--- src/source/zxuno_pkg.sv ---
package zxuno_pkg;

  // ------------------------------
  // I/O ports and bus defaults
  // ------------------------------

  // Register number select, readable back
  localparam logic [15:0] ADDR_PORT = 16'hFC3B;
  // Data access to the selected register
  localparam logic [15:0] DATA_PORT = 16'hFD3B;

  // Floating bus value when nobody answers
  localparam logic [7:0] NO_DRIVER_VALUE = 8'hFF;

  // Longest core ID string, in characters
  localparam int CORE_ID_MAX = 16;

  // String literal is right justified, zero filled on the left
  localparam logic [CORE_ID_MAX*8-1:0] DEFAULT_CORE_ID = "T01ZX";

  // ------------------------------
  // Encodings
  // ------------------------------

  typedef enum logic [7:0] {
    REG_SCANDBL = 8'h0B,
    REG_DEVOPTS = 8'h0E,
    REG_SCRATCH = 8'hFE,
    REG_COREID  = 8'hFF
  } reg_num_e;

  typedef enum logic {
    IDLE = 1'b0,
    BUSY = 1'b1
  } access_state_e;

  // ------------------------------
  // Bundles
  // ------------------------------

  // Z80 style I/O bus, control lines active low
  typedef struct packed {
    logic [15:0] addr;
    logic [7:0]  wdata;
    logic        iorq_n;
    logic        rd_n;
    logic        wr_n;
  } io_bus_t;

  // Register access towards the datapath blocks
  typedef struct packed {
    reg_num_e   reg_num;
    logic [7:0] wdata;
    logic       rd_stb;
    logic       wr_stb;
  } reg_access_t;

  typedef struct packed {
    logic [7:0] data;
    logic       oe;
  } readback_t;

  // Register 0B, bits 5..0
  typedef struct packed {
    logic       csync_option;
    logic [2:0] freq_option;
    logic       scanlines_enable;
    logic       vga_enable;
  } video_opts_t;

  // Register 0E, disable_ay in bit 0 up to disable_ulaplus in bit 7
  typedef struct packed {
    logic disable_ulaplus;
    logic disable_spisd;
    logic disable_romsel1f;
    logic disable_romsel7f;
    logic disable_1ffd;
    logic disable_7ffd;
    logic disable_turboay;
    logic disable_ay;
  } device_opts_t;

endpackage

--- src/source/port_access_ctrl.sv ---
`timescale 1ns/1ps

module port_access_ctrl (
  input  logic                    sysclk,
  input  logic                    reset,
  input  zxuno_pkg::io_bus_t      bus,
  input  zxuno_pkg::readback_t    coreid_rb,
  input  zxuno_pkg::readback_t    option_rb,
  output zxuno_pkg::reg_access_t  access,
  output logic [7:0]              din,
  output logic                    oe
);
  import zxuno_pkg::*;

  access_state_e state;
  io_bus_t       bus_q;
  logic          first_q;
  reg_num_e      reg_num_q;
  logic          bus_active;
  logic          addr_hit;
  logic          data_hit;
  logic          rd_cyc;
  logic          wr_cyc;
  readback_t     sel_rb;

  // Exactly one of rd_n / wr_n low together with iorq_n
  assign bus_active = !bus.iorq_n && (bus.rd_n != bus.wr_n);

  // Decode on the sampled bus, full 16 bit compare
  assign addr_hit = (bus_q.addr == ADDR_PORT);
  assign data_hit = (bus_q.addr == DATA_PORT);

  // First cycle after the access was taken
  assign rd_cyc = first_q && !bus_q.rd_n;
  assign wr_cyc = first_q && !bus_q.wr_n;

  // ------------------------------
  // Access tracking
  // ------------------------------

  always_ff @(posedge sysclk) begin
    if (reset) begin
      state   <= IDLE;
      first_q <= 1'b0;
      bus_q   <= '{addr: '0, wdata: '0, iorq_n: 1'b1, rd_n: 1'b1, wr_n: 1'b1};
    end else begin
      bus_q   <= bus;
      first_q <= 1'b0;
      case (state)
        IDLE: begin
          if (bus_active) begin
            state   <= BUSY;
            first_q <= 1'b1;
          end
        end
        BUSY: begin
          // Stays here until the bus drops, one strobe per access
          if (!bus_active) begin
            state <= IDLE;
          end
        end
        default: state <= IDLE;
      endcase
    end
  end

  // Register number latch
  always_ff @(posedge sysclk) begin
    if (reset) begin
      reg_num_q <= reg_num_e'(8'h00);
    end else if (wr_cyc && addr_hit) begin
      reg_num_q <= reg_num_e'(bus_q.wdata);
    end
  end

  // ------------------------------
  // Strobes to the datapath
  // ------------------------------

  always_comb begin
    access.reg_num = reg_num_q;
    // During an address write show a number that surely differs from the
    // incoming one, so a rewrite of the same number still looks like a change
    if (wr_cyc && addr_hit) begin
      access.reg_num = reg_num_e'(~bus_q.wdata);
    end
    access.wdata  = bus_q.wdata;
    access.rd_stb = rd_cyc && data_hit;
    access.wr_stb = wr_cyc && data_hit;
  end

  // Read data priority
  always_comb begin
    if (addr_hit) begin
      sel_rb = '{data: reg_num_q, oe: 1'b1};
    end else if (data_hit && coreid_rb.oe) begin
      sel_rb = coreid_rb;
    end else if (data_hit && option_rb.oe) begin
      sel_rb = option_rb;
    end else begin
      sel_rb = '{data: NO_DRIVER_VALUE, oe: 1'b0};
    end
  end

  // Read data held until the access ends
  always_ff @(posedge sysclk) begin
    if (reset) begin
      din <= NO_DRIVER_VALUE;
      oe  <= 1'b0;
    end else if (state == BUSY && !bus_active) begin
      oe <= 1'b0;
    end else if (rd_cyc) begin
      din <= sel_rb.data;
      oe  <= sel_rb.oe;
    end
  end

endmodule

--- src/source/coreid_reader.sv ---
`timescale 1ns/1ps

module coreid_reader #(
  parameter logic [zxuno_pkg::CORE_ID_MAX*8-1:0] CORE_ID = zxuno_pkg::DEFAULT_CORE_ID
) (
  input  logic                   sysclk,
  input  logic                   reset,
  input  zxuno_pkg::reg_access_t access,
  output zxuno_pkg::readback_t   rb
);
  import zxuno_pkg::*;

  // Characters in use, counted up to the highest non zero byte
  function automatic int id_length(logic [CORE_ID_MAX*8-1:0] s);
    int len;
    len = 0;
    for (int i = 0; i < CORE_ID_MAX; i++) begin
      if (s[i*8 +: 8] != 8'h00) begin
        len = i + 1;
      end
    end
    return len;
  endfunction

  localparam int ID_LEN = id_length(CORE_ID);
  localparam int IDX_W  = $clog2(CORE_ID_MAX + 1);

  // First character sits in the highest used byte
  function automatic logic [7:0] char_at(logic [IDX_W-1:0] i);
    if (int'(i) < ID_LEN) begin
      return CORE_ID[(ID_LEN - 1 - int'(i))*8 +: 8];
    end
    return 8'h00;
  endfunction

  logic [IDX_W-1:0] idx;
  reg_num_e         reg_num_q;

  always_ff @(posedge sysclk) begin
    if (reset) begin
      idx       <= '0;
      reg_num_q <= reg_num_e'(8'h00);
    end else begin
      reg_num_q <= access.reg_num;
      if (access.reg_num != reg_num_q) begin
        idx <= '0;
      end else if (access.rd_stb && access.reg_num == REG_COREID &&
                   idx != IDX_W'(CORE_ID_MAX)) begin
        idx <= idx + 1'b1;
      end
    end
  end

  assign rb.data = char_at(idx);
  assign rb.oe   = (access.reg_num == REG_COREID);

endmodule

--- src/source/option_registers.sv ---
`timescale 1ns/1ps

module option_registers (
  input  logic                    sysclk,
  input  logic                    reset,
  input  logic                    turbo_boost,
  input  zxuno_pkg::reg_access_t  access,
  output zxuno_pkg::readback_t    rb,
  output zxuno_pkg::video_opts_t  video_opts,
  output zxuno_pkg::device_opts_t device_opts,
  output logic [1:0]              cpu_speed
);
  import zxuno_pkg::*;

  logic [7:0] scratch_q;
  logic [7:0] scandbl_q;
  logic [7:0] devopts_q;

  // ------------------------------
  // Register writes
  // ------------------------------

  always_ff @(posedge sysclk) begin
    if (reset) begin
      scratch_q <= 8'h00;
      scandbl_q <= 8'h00;
      devopts_q <= 8'h00;
    end else if (access.wr_stb) begin
      case (access.reg_num)
        REG_SCRATCH: scratch_q <= access.wdata;
        REG_SCANDBL: scandbl_q <= access.wdata;
        REG_DEVOPTS: devopts_q <= access.wdata;
        default: ;
      endcase
    end
  end

  // Readback always shows the stored byte
  always_comb begin
    case (access.reg_num)
      REG_SCRATCH: rb = '{data: scratch_q, oe: 1'b1};
      REG_SCANDBL: rb = '{data: scandbl_q, oe: 1'b1};
      REG_DEVOPTS: rb = '{data: devopts_q, oe: 1'b1};
      default:     rb = '{data: NO_DRIVER_VALUE, oe: 1'b0};
    endcase
  end

  // ------------------------------
  // Decoded outputs
  // ------------------------------

  assign video_opts  = video_opts_t'(scandbl_q[5:0]);
  assign device_opts = device_opts_t'(devopts_q);

  // Keyboard turbo key forces the fastest speed code
  assign cpu_speed = turbo_boost ? 2'b11 : scandbl_q[7:6];

endmodule

--- src/source/zxuno_regs_top.sv ---
`timescale 1ns/1ps

module zxuno_regs_top #(
  parameter logic [zxuno_pkg::CORE_ID_MAX*8-1:0] CORE_ID = zxuno_pkg::DEFAULT_CORE_ID
) (
  input  logic                    sysclk,
  input  logic                    reset,
  input  zxuno_pkg::io_bus_t      bus,
  input  logic                    turbo_boost,
  output logic [7:0]              din,
  output logic                    oe,
  output zxuno_pkg::video_opts_t  video_opts,
  output zxuno_pkg::device_opts_t device_opts,
  output logic [1:0]              cpu_speed
);
  import zxuno_pkg::*;

  reg_access_t access;
  readback_t   coreid_rb;
  readback_t   option_rb;

  // Bus decode, number latch and read mux
  port_access_ctrl u_ctrl (
    .sysclk    (sysclk),
    .reset     (reset),
    .bus       (bus),
    .coreid_rb (coreid_rb),
    .option_rb (option_rb),
    .access    (access),
    .din       (din),
    .oe        (oe)
  );

  coreid_reader #(
    .CORE_ID (CORE_ID)
  ) u_coreid (
    .sysclk (sysclk),
    .reset  (reset),
    .access (access),
    .rb     (coreid_rb)
  );

  option_registers u_options (
    .sysclk      (sysclk),
    .reset       (reset),
    .turbo_boost (turbo_boost),
    .access      (access),
    .rb          (option_rb),
    .video_opts  (video_opts),
    .device_opts (device_opts),
    .cpu_speed   (cpu_speed)
  );

endmodule

--- config.mk ---
export PLATFORM = sky130hd
export DESIGN_NAME = zxuno_regs_top
export DESIGN_NICKNAME = d
export VERILOG_FILES = /design/src/source/zxuno_pkg.sv /design/src/source/port_access_ctrl.sv /design/src/source/coreid_reader.sv /design/src/source/option_registers.sv /design/src/source/zxuno_regs_top.sv
export SDC_FILE = /design/constraint.sdc
export NUM_CORES = 1
export LEC_CHECK = 0
export ABC_CLOCK_PERIOD_IN_PS = 6000
export BUFFER_PORTS_ARGS = -buffer_cell sky130_fd_sc_hd__buf_2
export CORE_UTILIZATION = 50
export CTS_CLUSTER_DIAMETER = 100
export DETAILED_ROUTE_END_ITERATION = 8
export PLACE_DENSITY_LB_ADDON = 0.3
export SYNTH_ARGS = -nofsm -noshare
export SYNTH_HDL_FRONTEND = slang
export SYNTH_SLANG_ARGS = --single-unit
--- constraint.sdc ---
create_clock -name sysclk -period 6 [get_ports sysclk]
set_input_delay 0.6 -clock sysclk [delete_from_list [all_inputs] [get_ports sysclk]]
set_output_delay 0.6 -clock sysclk [all_outputs]
set_load 0.03 [all_outputs]
# Yosys cells after proc, flatten, opt, wreduce, memory -nomap -nowiden
# Cells that the tools add are included.
# word_totals
register_bits	82
input_bits	30
output_inout_bits	25
word_cells	61
# op_classes
n_addsub	2
magnitude_cmp	1
n_eq_ne	9
n_shift	1
mux	10
bitwise_logic	2
n_reduce_logical	22
# op_table
cell	n
$shiftx A128 B32 Y8 const A	1
$eq A16 B16 Y1 const B	2
$mux W9	3
$pmux W9 S3	1
$mux W8	3
$eq A8 B4 Y1 const B	2
$eq A8 B8 Y1 const B	2
$logic_and A1 B1 Y1	11
$ne A8 B8 Y1	1
$not A8 Y8	1
$reduce_and A2 Y1	4
$reduce_or A2 Y1	3
$sub A3 B5 Y6 const A	1
$add A5 B1 Y5 const B	1
$lt A5 B3 Y1 const B	1
$ne A5 B5 Y1 const B	1
$logic_not A1 Y1	4
$mux W1	2
$mux W2	1
$ne A1 B1 Y1	1
$not A1 Y1	1

# Longest topological paths before layout
# Gate-level depths: netlist (run 1).
# logic_depth
depth_word	10
ltp_mapped	8
depth_no_buf	8

# By module
# Synthesis (run 1) repeated with hierarchy kept, for this count alone.
# hier_totals
hier_cells	389
hier_area_um2	3696.0
# modules_own_cells
module	n_inst	cells_each	area_per_inst_um2	seq_area_each_um2
port_access_ctrl	1	191	1815.5	900.9
option_registers	1	123	1173.6	480.5
coreid_reader	1	75	706.9	260.2

# Least setup slack after synthesis (run 1)
# Ideal clock, no wire load.
# synth_path
path_type	input to register
startpoint	in bus[1] in the netlist's numbering
endpoint	reg u_ctrl.din[5]
setup_time_ns	0.117
t_arrival_ns	1.986
required_ns	5.883
slack_ns	3.897
stages	6
path_buffers	0
cell_sequence	xnor2_1 -> o21ai_0 -> nor4b_1 -> o211ai_1 -> o31a_1 -> o22a_1
# synth_between
elab_chain_len	6
# synth_lines
item	line_no	source
start: declaration	zxuno_regs_top.sv:8	input zxuno_pkg::io_bus_t bus,
$ne A1 B1 Y1	port_access_ctrl.sv:27	assign bus_active = !bus.iorq_n && (bus.rd_n != bus.wr_n);
$logic_and A1 B1 Y1	port_access_ctrl.sv:27	
$logic_not A1 Y1	--	
$logic_and A1 B1 Y1	port_access_ctrl.sv:110	end else if (state == BUSY && !bus_active) begin
$not A1 Y1 (no line)	--	
$reduce_and A2 Y1 (no line)	--	
end signal: assignment	port_access_ctrl.sv:113	din <= sel_rb.data;
end: declaration	port_access_ctrl.sv:10	output logic [7:0] din,
# Every way passes these cells.
# A chain may end at the register's enable or synchronous reset.

# Worst setup path after layout (run 1)
# layout_path
startpoint	reg u_ctrl.bus_q[20] in the netlist's numbering
endpoint	reg u_options.scandbl_q[3]
# layout_between
elab_chain_len	5
word_cells_on_any_way	7
cone_classes	3 x eq/ne; 1 x mux; 3 x reduce/logical
# layout_lines
item	line_no	source
start: declaration	port_access_ctrl.sv:16	io_bus_t bus_q;
start signal: assignment	port_access_ctrl.sv:45	bus_q <= '{addr: '0, wdata: '0, iorq_n: 1'b1, rd_n: 1'b1, wr_n: 1'b1};
start signal: assignment	port_access_ctrl.sv:47	bus_q <= bus;
$eq A16 B16 Y1	port_access_ctrl.sv:30	assign addr_hit = (bus_q.addr == ADDR_PORT);
$logic_and A1 B1 Y1	port_access_ctrl.sv:84	if (wr_cyc && addr_hit) begin
$mux W8	port_access_ctrl.sv:84	
$eq A8 B4 Y1	option_registers.sv:29	case (access.reg_num)
$reduce_and A2 Y1 (no line) *	--	
end signal: assignment	option_registers.sv:31	REG_SCANDBL: scandbl_q <= access.wdata;
end: declaration	option_registers.sv:16	logic [7:0] scandbl_q;
# Mark *: on every way between the ends. The rest lies on a longest branch, timed or not.

==> reports/results.ini, run 1 <==
[status]
outcome = complete, no violations

[worst_hold_path]
min_from = u_ctrl.state
hold_class = reg2reg
hold_depth = 1
hold_end = u_ctrl.first_q

[yosys]
syn_inst = 409
synth_area_per_cell_um2 = 9.324
synthDistinctLibCells = 61
syn_area_um2 = 3814
ys.flop_type = dfxtp_1
syn-num-nets = 441
synth_edf_count = 0
synthArstFlopShare_pct = 0
ys.warnings.count = 0
ys_seq_elements = 82
ys_seq_area_share_pct = 43.04

[global_route]
grt_antenna_before_repair = 0
grt_pass1_wl_um = 14590
use_met3_pct = 6.648
top_usage_layer = met2
grt_pass1_vias = 2979
use_met2_pct = 39.07
grt_usage_pct = 24.64
grt_use_met1_pct = 32.12
grt_overflow_total = 0
grt_max_degree = 67

[cells_and_area]
layout-drive-gt1-share_pct = 20.35
layout_commonest_cell = dfxtp_1
design_area_um2 = 4310
area_delta_synth_final_pct = 13.02
fill_cells = 683
final_cell_count_no_fill = 561
final_cell_mix = dfxtp_1 (82), buf_2 (54), nor2_1 (43)
diodes = 0
final_util_pct = 58.80
nets = 490

[clock_network]
cts_tree = yes
htree_num_levels = 3
ctsResizeCount = 0
clk_path_buf_depth = 2
cts_setup_buffers = 0
worstSkewPairLatency_ps = 350
clock_sinks = 82
cts_root_buf = clkbuf_8
cts_buffers = 9
cts_hold_repair.buffers = 0
path_clk_slew_ps = 80

[critical_path]
endpoint_kind = flop
start_kind = flop
critPathMaxFanout = 18
rrSetupSlack_ps = 3110
reg2reg_from = u_ctrl.bus_q[20]
regToRegEndpoint = u_options.scandbl_q[3]
rr_worst_depth = 6
arrival_ps = 3120
required_ps = 6220
crit_type = reg2reg
startpoint = u_ctrl.bus_q[20]

[floorplanning]
die-height_um = 89.34
core_area_um2 = 7331
die_area_um2 = 7981
rows = 31
initial_core_util_pct = 52.02
ios = 55
die_x_um = 89.34

[sta]
fin_crit_sh_pct = 48.20
max_freq_mhz = 345.8
rsz0062_at_grt = false
holdWs_ps = 433.8
min_period_ps = 2892
fin_ws_ps = 3108
skew_ps = 8.903
setup_viol = 0
max-slew-margin-rel_pct = 31.17
fin_tns_setup_ps = 0
slew_viol_final = 0
tightest_slew_ps = 1029
hold_violations = 0

[placement]
io_buffers = 54
placed_area_um2 = 4126
dp_slack_ps = 3108
hpwl_um = 6750
gp_congestion = 0.8787
placed_cells_incl_taps = 546

[power_and_ir_drop]
p_comb_share_pct = 4.1
clock_power_share_pct = 38.5
switchingPower_mw = 0.2270
p_sw_share_pct = 22.94
seqPwrFrac_pct = 57.3
p_int_mw = 0.7628
leakage_nw = 1.705
peakVddDrop_uv = 155.2
power.total_mw = 0.9899
power_density_nw_per_um2 = 229.7

[route]
firstDrtPassIters = 5
ant_nets = 0
drtIter0Drc = 289
routed_wl_um = 9312
drt-wirelength-per-cell_um = 16.60
via_per_inst = 5.795
drc = 0
num_vias = 3251

[job]
cap_violations = 0

-- metal layers --
metal  vias to the layer above  part of all wire [%]
met4                         0                   1.7
met5                         -                     0
li1                       1569                     -
met3                        18                   7.6
met2                       159                    46
met1                      1505                    45
-- worst max path at each step --
| stage | endpoint | slack (ps) | cells after the start |
|---|---|---|---|
| floorplan | u_ctrl.din[5] | 3900 | 6 |
| global placement | u_options.scandbl_q[4] | 3250 | 6 |
| detailed placement | u_options.scandbl_q[3] | 3110 | 6 |
| CTS | u_options.scandbl_q[4] | 3100 | 6 |
| global route | u_options.scandbl_q[1] | 2910 | 6 |
| finish | u_options.scandbl_q[3] | 3110 | 6 |
-- cell type report --
class	instances	area (µm²)	share of cell area, %
inverter	6	22.52	0.5225
sequential	82	1642	38.08
timing repair buffer	56	285.3	6.618
tap	99	123.9	2.874
multi-input combinational	303	2053	47.63
clock buffer	10	127.6	2.961
clock inverter	5	56.30	1.306
-- kinds of logic (layout without fill, tap and decap cells) --
logic type	count (synthesis)	in the layout	synth area share (%)
multiplexers	25	25	6.562
buffers and inverters	24	77	3.117
flip-flops	82	82	43.04
AND/OR/NAND/NOR	177	177	27.26
XOR/XNOR	15	15	3.445
AO/OA/AOI/OAI	84	84	15.91
adder cells (fa/ha/maj)	2	2	0.6561
-- cells in the mapped netlist (all sizes together) (2+ instances only) --
cell type / count / share of area [%]
or4b: 2 / 0.52
a22oi: 8 / 1.6
and3: 3 / 0.49
nor4: 7 / 2.1
a21oi: 23 / 3.6
nand4: 11 / 1.8
xnor2: 12 / 2.8
nor2: 45 / 4.6
o2111ai: 3 / 0.69
nor2b: 28 / 4.6
nand3: 7 / 1.2
nor3: 18 / 2.7
a21o: 3 / 0.59
dfxtp: 82 / 43
inv: 5 / 0.49
o21ai: 15 / 2.3
nand4b: 5 / 1.5
o2111a: 2 / 0.59
nand2b: 7 / 1.1
a21boi: 7 / 1.4
nand2: 28 / 2.8
ha: 2 / 0.66
or3: 2 / 0.33
or4: 5 / 1.3
buf: 9 / 1.6
a32oi: 2 / 0.46
o31ai: 4 / 0.79
or2: 5 / 0.82
o211a: 5 / 1.3
o21bai: 3 / 0.59
mux2i: 25 / 6.6
xor2: 3 / 0.69
clkbuf: 9 / 0.89
-- worst max-delay path: stages (launching register included) --
cell       delay, ps
dfxtp_1          310
nand4bb_4        290
nor4_4           860
a21boi_1         190
o21bai_1         780
mux2i_1          280
nor2_1            50
-- sequential cells by signal, summed over array words and instances, names as in the netlist, 8 cells and up --
name,cells
u_options.device_opts,8
u_options.scandbl_q,8
u_ctrl.din,8
u_ctrl.access,8
u_ctrl.bus_q,18
u_ctrl.reg_num_q,8
u_coreid.reg_num_q,8
u_options.scratch_q,8
-- power by group through the flow --
| stage | clock network [mW] | registers (mW) | logic, mW |
|---|---|---|---|
| finish | 0.381 | 0.568 | 0.0408 |
| global route | 0.414 | 0.569 | 0.0447 |
| CTS | 0.388 | 0.567 | 0.0409 |
| detailed placement | 0 | 0.580 | 0.0408 |
| global placement | 0 | 0.580 | 0.0396 |
| floorplan | 0 | 0.575 | 0.0250 |
(Power assumes the default switching activity.)
==> inputs of run 2 (changes only) <==
Settings changed: ABC_CLOCK_PERIOD_IN_PS 6000 to 2500.
Clock period 6 ns to 2.5 ns, I/O delays scaled along.
==> run 2 against run 1 <==
Clock-buffer cell count is 1 lower. Setup slack worse by 2800 ps. Core utilization is 1.9 points higher. Die area stayed put.
==> reports/results.ini, run 2 (synthesis results as in run 1) <==
[clock_network]
cts_hold_repair.buffers = 0  ; unchanged
cts_buffers = 9  ; unchanged
ctsResizeCount = 0  ; unchanged
cts_setup_buffers = 0  ; unchanged
path_clk_slew_ps = 90  ; about the same
clk_path_buf_depth = 2  ; unchanged
clock_sinks = 82  ; unchanged
cts_root_buf = clkbuf_8
worstSkewPairLatency_ps = 360  ; about the same
htree_num_levels = 3  ; unchanged
cts_tree = yes

[sta]
setup_viol = 0  ; unchanged
tightest_slew_ps = 588.1  ; -440.7 ps
fin_tns_setup_ps = 0  ; unchanged
skew_ps = 8.095  ; -0.8080 ps
fin_crit_sh_pct = 89.24  ; +41 points
rsz0062_at_grt = false
max_freq_mhz = 448.2  ; +30%
slew_viol_final = 0  ; unchanged
fin_ws_ps = 269.0  ; -2839 ps
min_period_ps = 2231  ; -661.1 ps
hold_violations = 0  ; unchanged
max-slew-margin-rel_pct = 60.72  ; +30 points

[floorplanning]
core_area_um2 = 7331  ; unchanged
die_area_um2 = 7981  ; unchanged
ios = 55  ; unchanged
initial_core_util_pct = 52.02  ; unchanged
rows = 31  ; unchanged
die-height_um = 89.34  ; unchanged
die_x_um = 89.34  ; unchanged

[critical_path]
rrSetupSlack_ps = 270  ; -2840 ps
cp_common_cell = nor2_1
required_ps = 2740  ; -3480 ps
crit_path_max_incr_delay_ps = 580  ; -280 ps
arrival_ps = 2470  ; -650 ps
crit_type = reg2reg
start_kind = flop
endpoint_kind = flop
rr_worst_depth = 6  ; unchanged
cp_slowest_cell = or4b_1
critPathMaxFanout = 8  ; -10
path_cells = or4b_1 -> nor2_1 -> nand3_2 -> a21oi_4 -> mux2i_1 -> nor2_1

[cells_and_area]
final_util_pct = 60.69  ; +1.9 points
largest_reg_flops = 18  ; unchanged
diodes = 0  ; unchanged
final_cell_mix = dfxtp_1 (82), buf_2 (54), nor2_1 (43)
nets = 508  ; +3.7%
area_delta_synth_final_pct = 16.67
largest-register = u_ctrl.bus_q
layout_commonest_cell = dfxtp_1
layout-drive-gt1-share_pct = 23.91  ; +3.6 points

[job]
cap_violations = 0  ; unchanged

[status]
outcome = complete, no violations

[route]
via_per_inst = 5.738  ; -0.98%
ant_nets = 0  ; unchanged
firstDrtPassIters = 5  ; unchanged
num_vias = 3328  ; +2.4%
routed_wl_um = 9618  ; +3.3%
drt-wirelength-per-cell_um = 16.58  ; about the same
drc = 0  ; unchanged
drtIter0Drc = 296  ; +2.4%

[worst_hold_path]
hold_class = in2reg
hold_depth = 2  ; +1

[global_route]
grt_pass1_wl_um = 15080  ; +3.3%
grt_overflow_total = 0  ; unchanged
grt_usage_pct = 25.53  ; +0.89 points
grt_antenna_before_repair = 0  ; unchanged
grt_max_degree = 35  ; -48%
grt_pass1_vias = 3037  ; +1.9%

[placement]
gp_congestion = 0.9746  ; +11%
dp_slack_ps = 224.7  ; -2883 ps
hpwl_um = 7199  ; +6.7%
io_buffers = 54  ; unchanged

[power_and_ir_drop]
leakage_nw = 1.793  ; +5.2%
power.total_mw = 2.378  ; +140%
power_density_nw_per_um2 = 534.5  ; +130%
peakVddDrop_uv = 403.3  ; +160%

## run 2: power by group
| part | total, mW | switching, mW | internal [mW] | leakage (nW) |
|---|---|---|---|---|
| registers | 1.35 | 0.0175 | 1.33 | 0.668 |
| logic | 0.124 | 0.0684 | 0.0556 | 1.03 |
| clock network | 0.906 | 0.526 | 0.380 | 0.0965 |
| total | 2.38 | 0.612 | 1.77 | 1.79 |
## run 2: worst max-delay path, delay by kind of cell (launching register included)
| family | cells | cell delay [ps] |
|---|---|---|
| multiplexers | 1 | 260 |
| AND/OR/NAND/NOR | 4 | 1060 |
| AO/OA/AOI/OAI | 1 | 410 |
| flip-flops | 1 | 380 |
## run 2: path summary, 6_finish.rpt
path	from	end
max reg2reg	u_ctrl.access[4]	u_options.scratch_q[2]
min reg2reg	u_ctrl.state	u_ctrl.first_q
min	bus[2]	u_ctrl.first_q
max	u_ctrl.access[4]	u_options.scratch_q[2]
## run 2: stage by stage
step	area [µm²]	hold slack, ps	instances
after floorplan	3814	328.5	409
after global placement	4262	406.2	564
after detailed placement	4262	422.3	564
after CTS	4446	75.12	580
after global routing	4449	83.43	580
final	4449	79.93	580
## run 2: cell type report
class | instances | area [µm²]
Fill cell | 649 | 2882
Timing Repair Buffer | 74 | 420.4
Clock inverter | 7 | 60.06
Inverter | 6 | 22.52
Sequential cell | 82 | 1642
Tap cell | 99 | 123.9
Multi-Input combinational cell | 303 | 2057
Clock buffer | 9 | 123.9
## run 2: per-layer routing
metal	global-route usage (%)	part of all wire [%]	vias to the layer above
met4	11.26	2.8	0
met5	0	0	-
met3	4.432	6.0	23
li1	-	-	1607
met1	34.09	46	1576
met2	40.53	46	122
==> inputs of run 3 (changes only) <==
Settings changed: CELL_PAD_IN_SITES_DETAIL_PLACEMENT from default to 1, CELL_PAD_IN_SITES_GLOBAL_PLACEMENT from default to 1, CORE_UTILIZATION 50 to 39, PLACE_DENSITY_LB_ADDON 0.3 to 0.1, RECOVER_POWER from default to 100.
==> run 3 against run 2 <==
Hold slack better by 5.2 ps. Combinational power is 9.7% lower. Critical path depth rose by 1. Fmax shrank 2.6%. Highest routed layer unchanged. Non-clock buffer count decreased by 1. Clock-buffer cell count increased by 2. Flip-flop and latch count is the same.
==> reports/results.ini, run 3 (synthesis results as in run 1) <==
[cells_and_area]
nets = 507  ; -0.20%
fill_cells = 1151  ; +77%
area_delta_synth_final_pct = 16.21
final-seq-area_um2 = 1642  ; unchanged
final_cell_count_no_fill = 609  ; +5.0%
final_cell_mix = dfxtp_1 (82), nor2_1 (43), nor2b_1 (28), buf_2 (28)
layout_commonest_cell = dfxtp_1
diodes = 0  ; unchanged
largest_reg_flops = 18  ; unchanged
final_util_pct = 47.29  ; -13 points
layout-drive-gt1-share_pct = 17.08  ; -6.8 points
multi_input_area_um2 = 2026  ; -1.5%
largest-register = u_ctrl.bus_q
design_area_um2 = 4432  ; -0.39%

[global_route]
grt_pass1_wl_um = 17300  ; +15%
grt_pass1_vias = 3350  ; +10%
grt_overflow_total = 0  ; unchanged
grt_max_degree = 41  ; +17%
grt_usage_pct = 22.44  ; -3.1 points
grt_antenna_before_repair = 1  ; +1

[clock_network]
cts_hold_repair.buffers = 0  ; unchanged
cts_buffers = 9  ; unchanged
cts_root_buf = clkbuf_8
cts_setup_buffers = 0  ; unchanged
ctsResizeCount = 0  ; unchanged
cts_tree = yes
clk_path_buf_depth = 2  ; unchanged
htree_num_levels = 3  ; unchanged
worstSkewPairLatency_ps = 350  ; about the same
clock_sinks = 82  ; unchanged
path_clk_slew_ps = 90  ; about the same

[floorplanning]
die_x_um = 100.9  ; +13%
rows = 35  ; +13%
initial_core_util_pct = 40.69  ; -11 points
ios = 55  ; unchanged
die-height_um = 100.9  ; +13%
core_area_um2 = 9371  ; +28%
die_area_um2 = 10180  ; +28%

[sta]
skew_ps = 17.64  ; +9.543 ps
max_freq_mhz = 436.8  ; -2.6%
fin_crit_sh_pct = 91.58  ; +2.3 points
slew_viol_final = 0  ; unchanged
setup_viol = 0  ; unchanged
rsz0062_at_grt = false
holdWs_ps = 85.09  ; +5.165 ps
fin_ws_ps = 210.4  ; -58.57 ps
fin_tns_setup_ps = 0  ; unchanged
tightest_slew_ps = 1050  ; +461.8 ps
hold_violations = 0  ; unchanged
max-slew-margin-rel_pct = 30.01  ; -31 points
min_period_ps = 2290  ; +58.57 ps

[status]
outcome = complete, no violations

[placement]
placed_area_um2 = 4292  ; +0.70%
hpwl_um = 8036  ; +12%
placed_cells_incl_taps = 593  ; +5.1%
gp_congestion = 0.8752  ; -10%
io_buffers = 54  ; unchanged
dp_slack_ps = 229.9  ; +5.191 ps

[route]
drtIter0Drc = 130  ; -56%
num_vias = 3266  ; -1.9%
ant_nets = 0  ; unchanged
firstDrtPassIters = 4  ; -1
via_per_inst = 5.363  ; -6.5%
drt-wirelength-per-cell_um = 17.39  ; +4.9%
routed_wl_um = 10590  ; +10%
drc = 0  ; unchanged

[worst_hold_path]
hold_class = in2reg

[critical_path]
critPathMaxFanout = 8  ; unchanged
endpoint_kind = flop
crit_path_max_incr_delay_ps = 640  ; +60 ps
path_cells = or4_1 -> nor3_4 -> a21boi_1 -> o21bai_1 -> buf_4 -> mux2i_1 -> nor2_1
cp_slowest_cell = or4_1
arrival_ps = 2490  ; +20 ps
start_kind = flop
crit_type = reg2reg
required_ps = 2700  ; -40 ps

[power_and_ir_drop]
leakage_nw = 1.693  ; -5.6%
peakVddDrop_uv = 314.4  ; -22%
power_density_nw_per_um2 = 553.9  ; +3.6%
power.total_mw = 2.455  ; +3.2%

[job]
cap_violations = 0  ; unchanged

## run 3: path summary, 6_finish.rpt
| path | start | to | slack [ps] | cells after the start |
|---|---|---|---|---|
| worst max-delay path | u_ctrl.reg_num_q[5] | u_options.scandbl_q[5] | 210 | 7 |
| worst min-delay path | bus[2] | u_ctrl.first_q | 90 | 2 |
| worst max register to register | u_ctrl.reg_num_q[5] | u_options.scandbl_q[5] | 210 | 7 |
| worst min register to register | u_ctrl.state | u_ctrl.first_q | 410 | 1 |
## run 3: report_power, final
group | switching (mW) | internal [mW]
Combinational | 0.0612 | 0.0511
Sequential | 0.0236 | 1.33
Clock | 0.495 | 0.493
## run 3: worst max-delay path: cells and delay by family, from the launching register on
kind | cells | cell delay (ps)
AOI/OAI and AO/OA | 2 | 380
DFF | 1 | 360
and+or+nand+nor | 3 | 1060
muxes | 1 | 160
buffers and inverters | 1 | 190
## run 3: final cells by class
cell class,count,area share [%]
clock buffer,11,3.190
clock inverter,5,1.383
inverter,6,0.5082
multi-input combinational,303,45.71
sequential,82,37.04
tap,129,3.642
timing repair buffer,73,8.526
## run 3: metal layers
layer / share of wire [%] / track usage (%) / wire length, µm
met4: 1.6 / 6.912 / 173
met1: 46 / 30.28 / 4915
met2: 47 / 36.46 / 5000
met5: 0 / 0 / 0
met3: 4.7 / 4.022 / 502
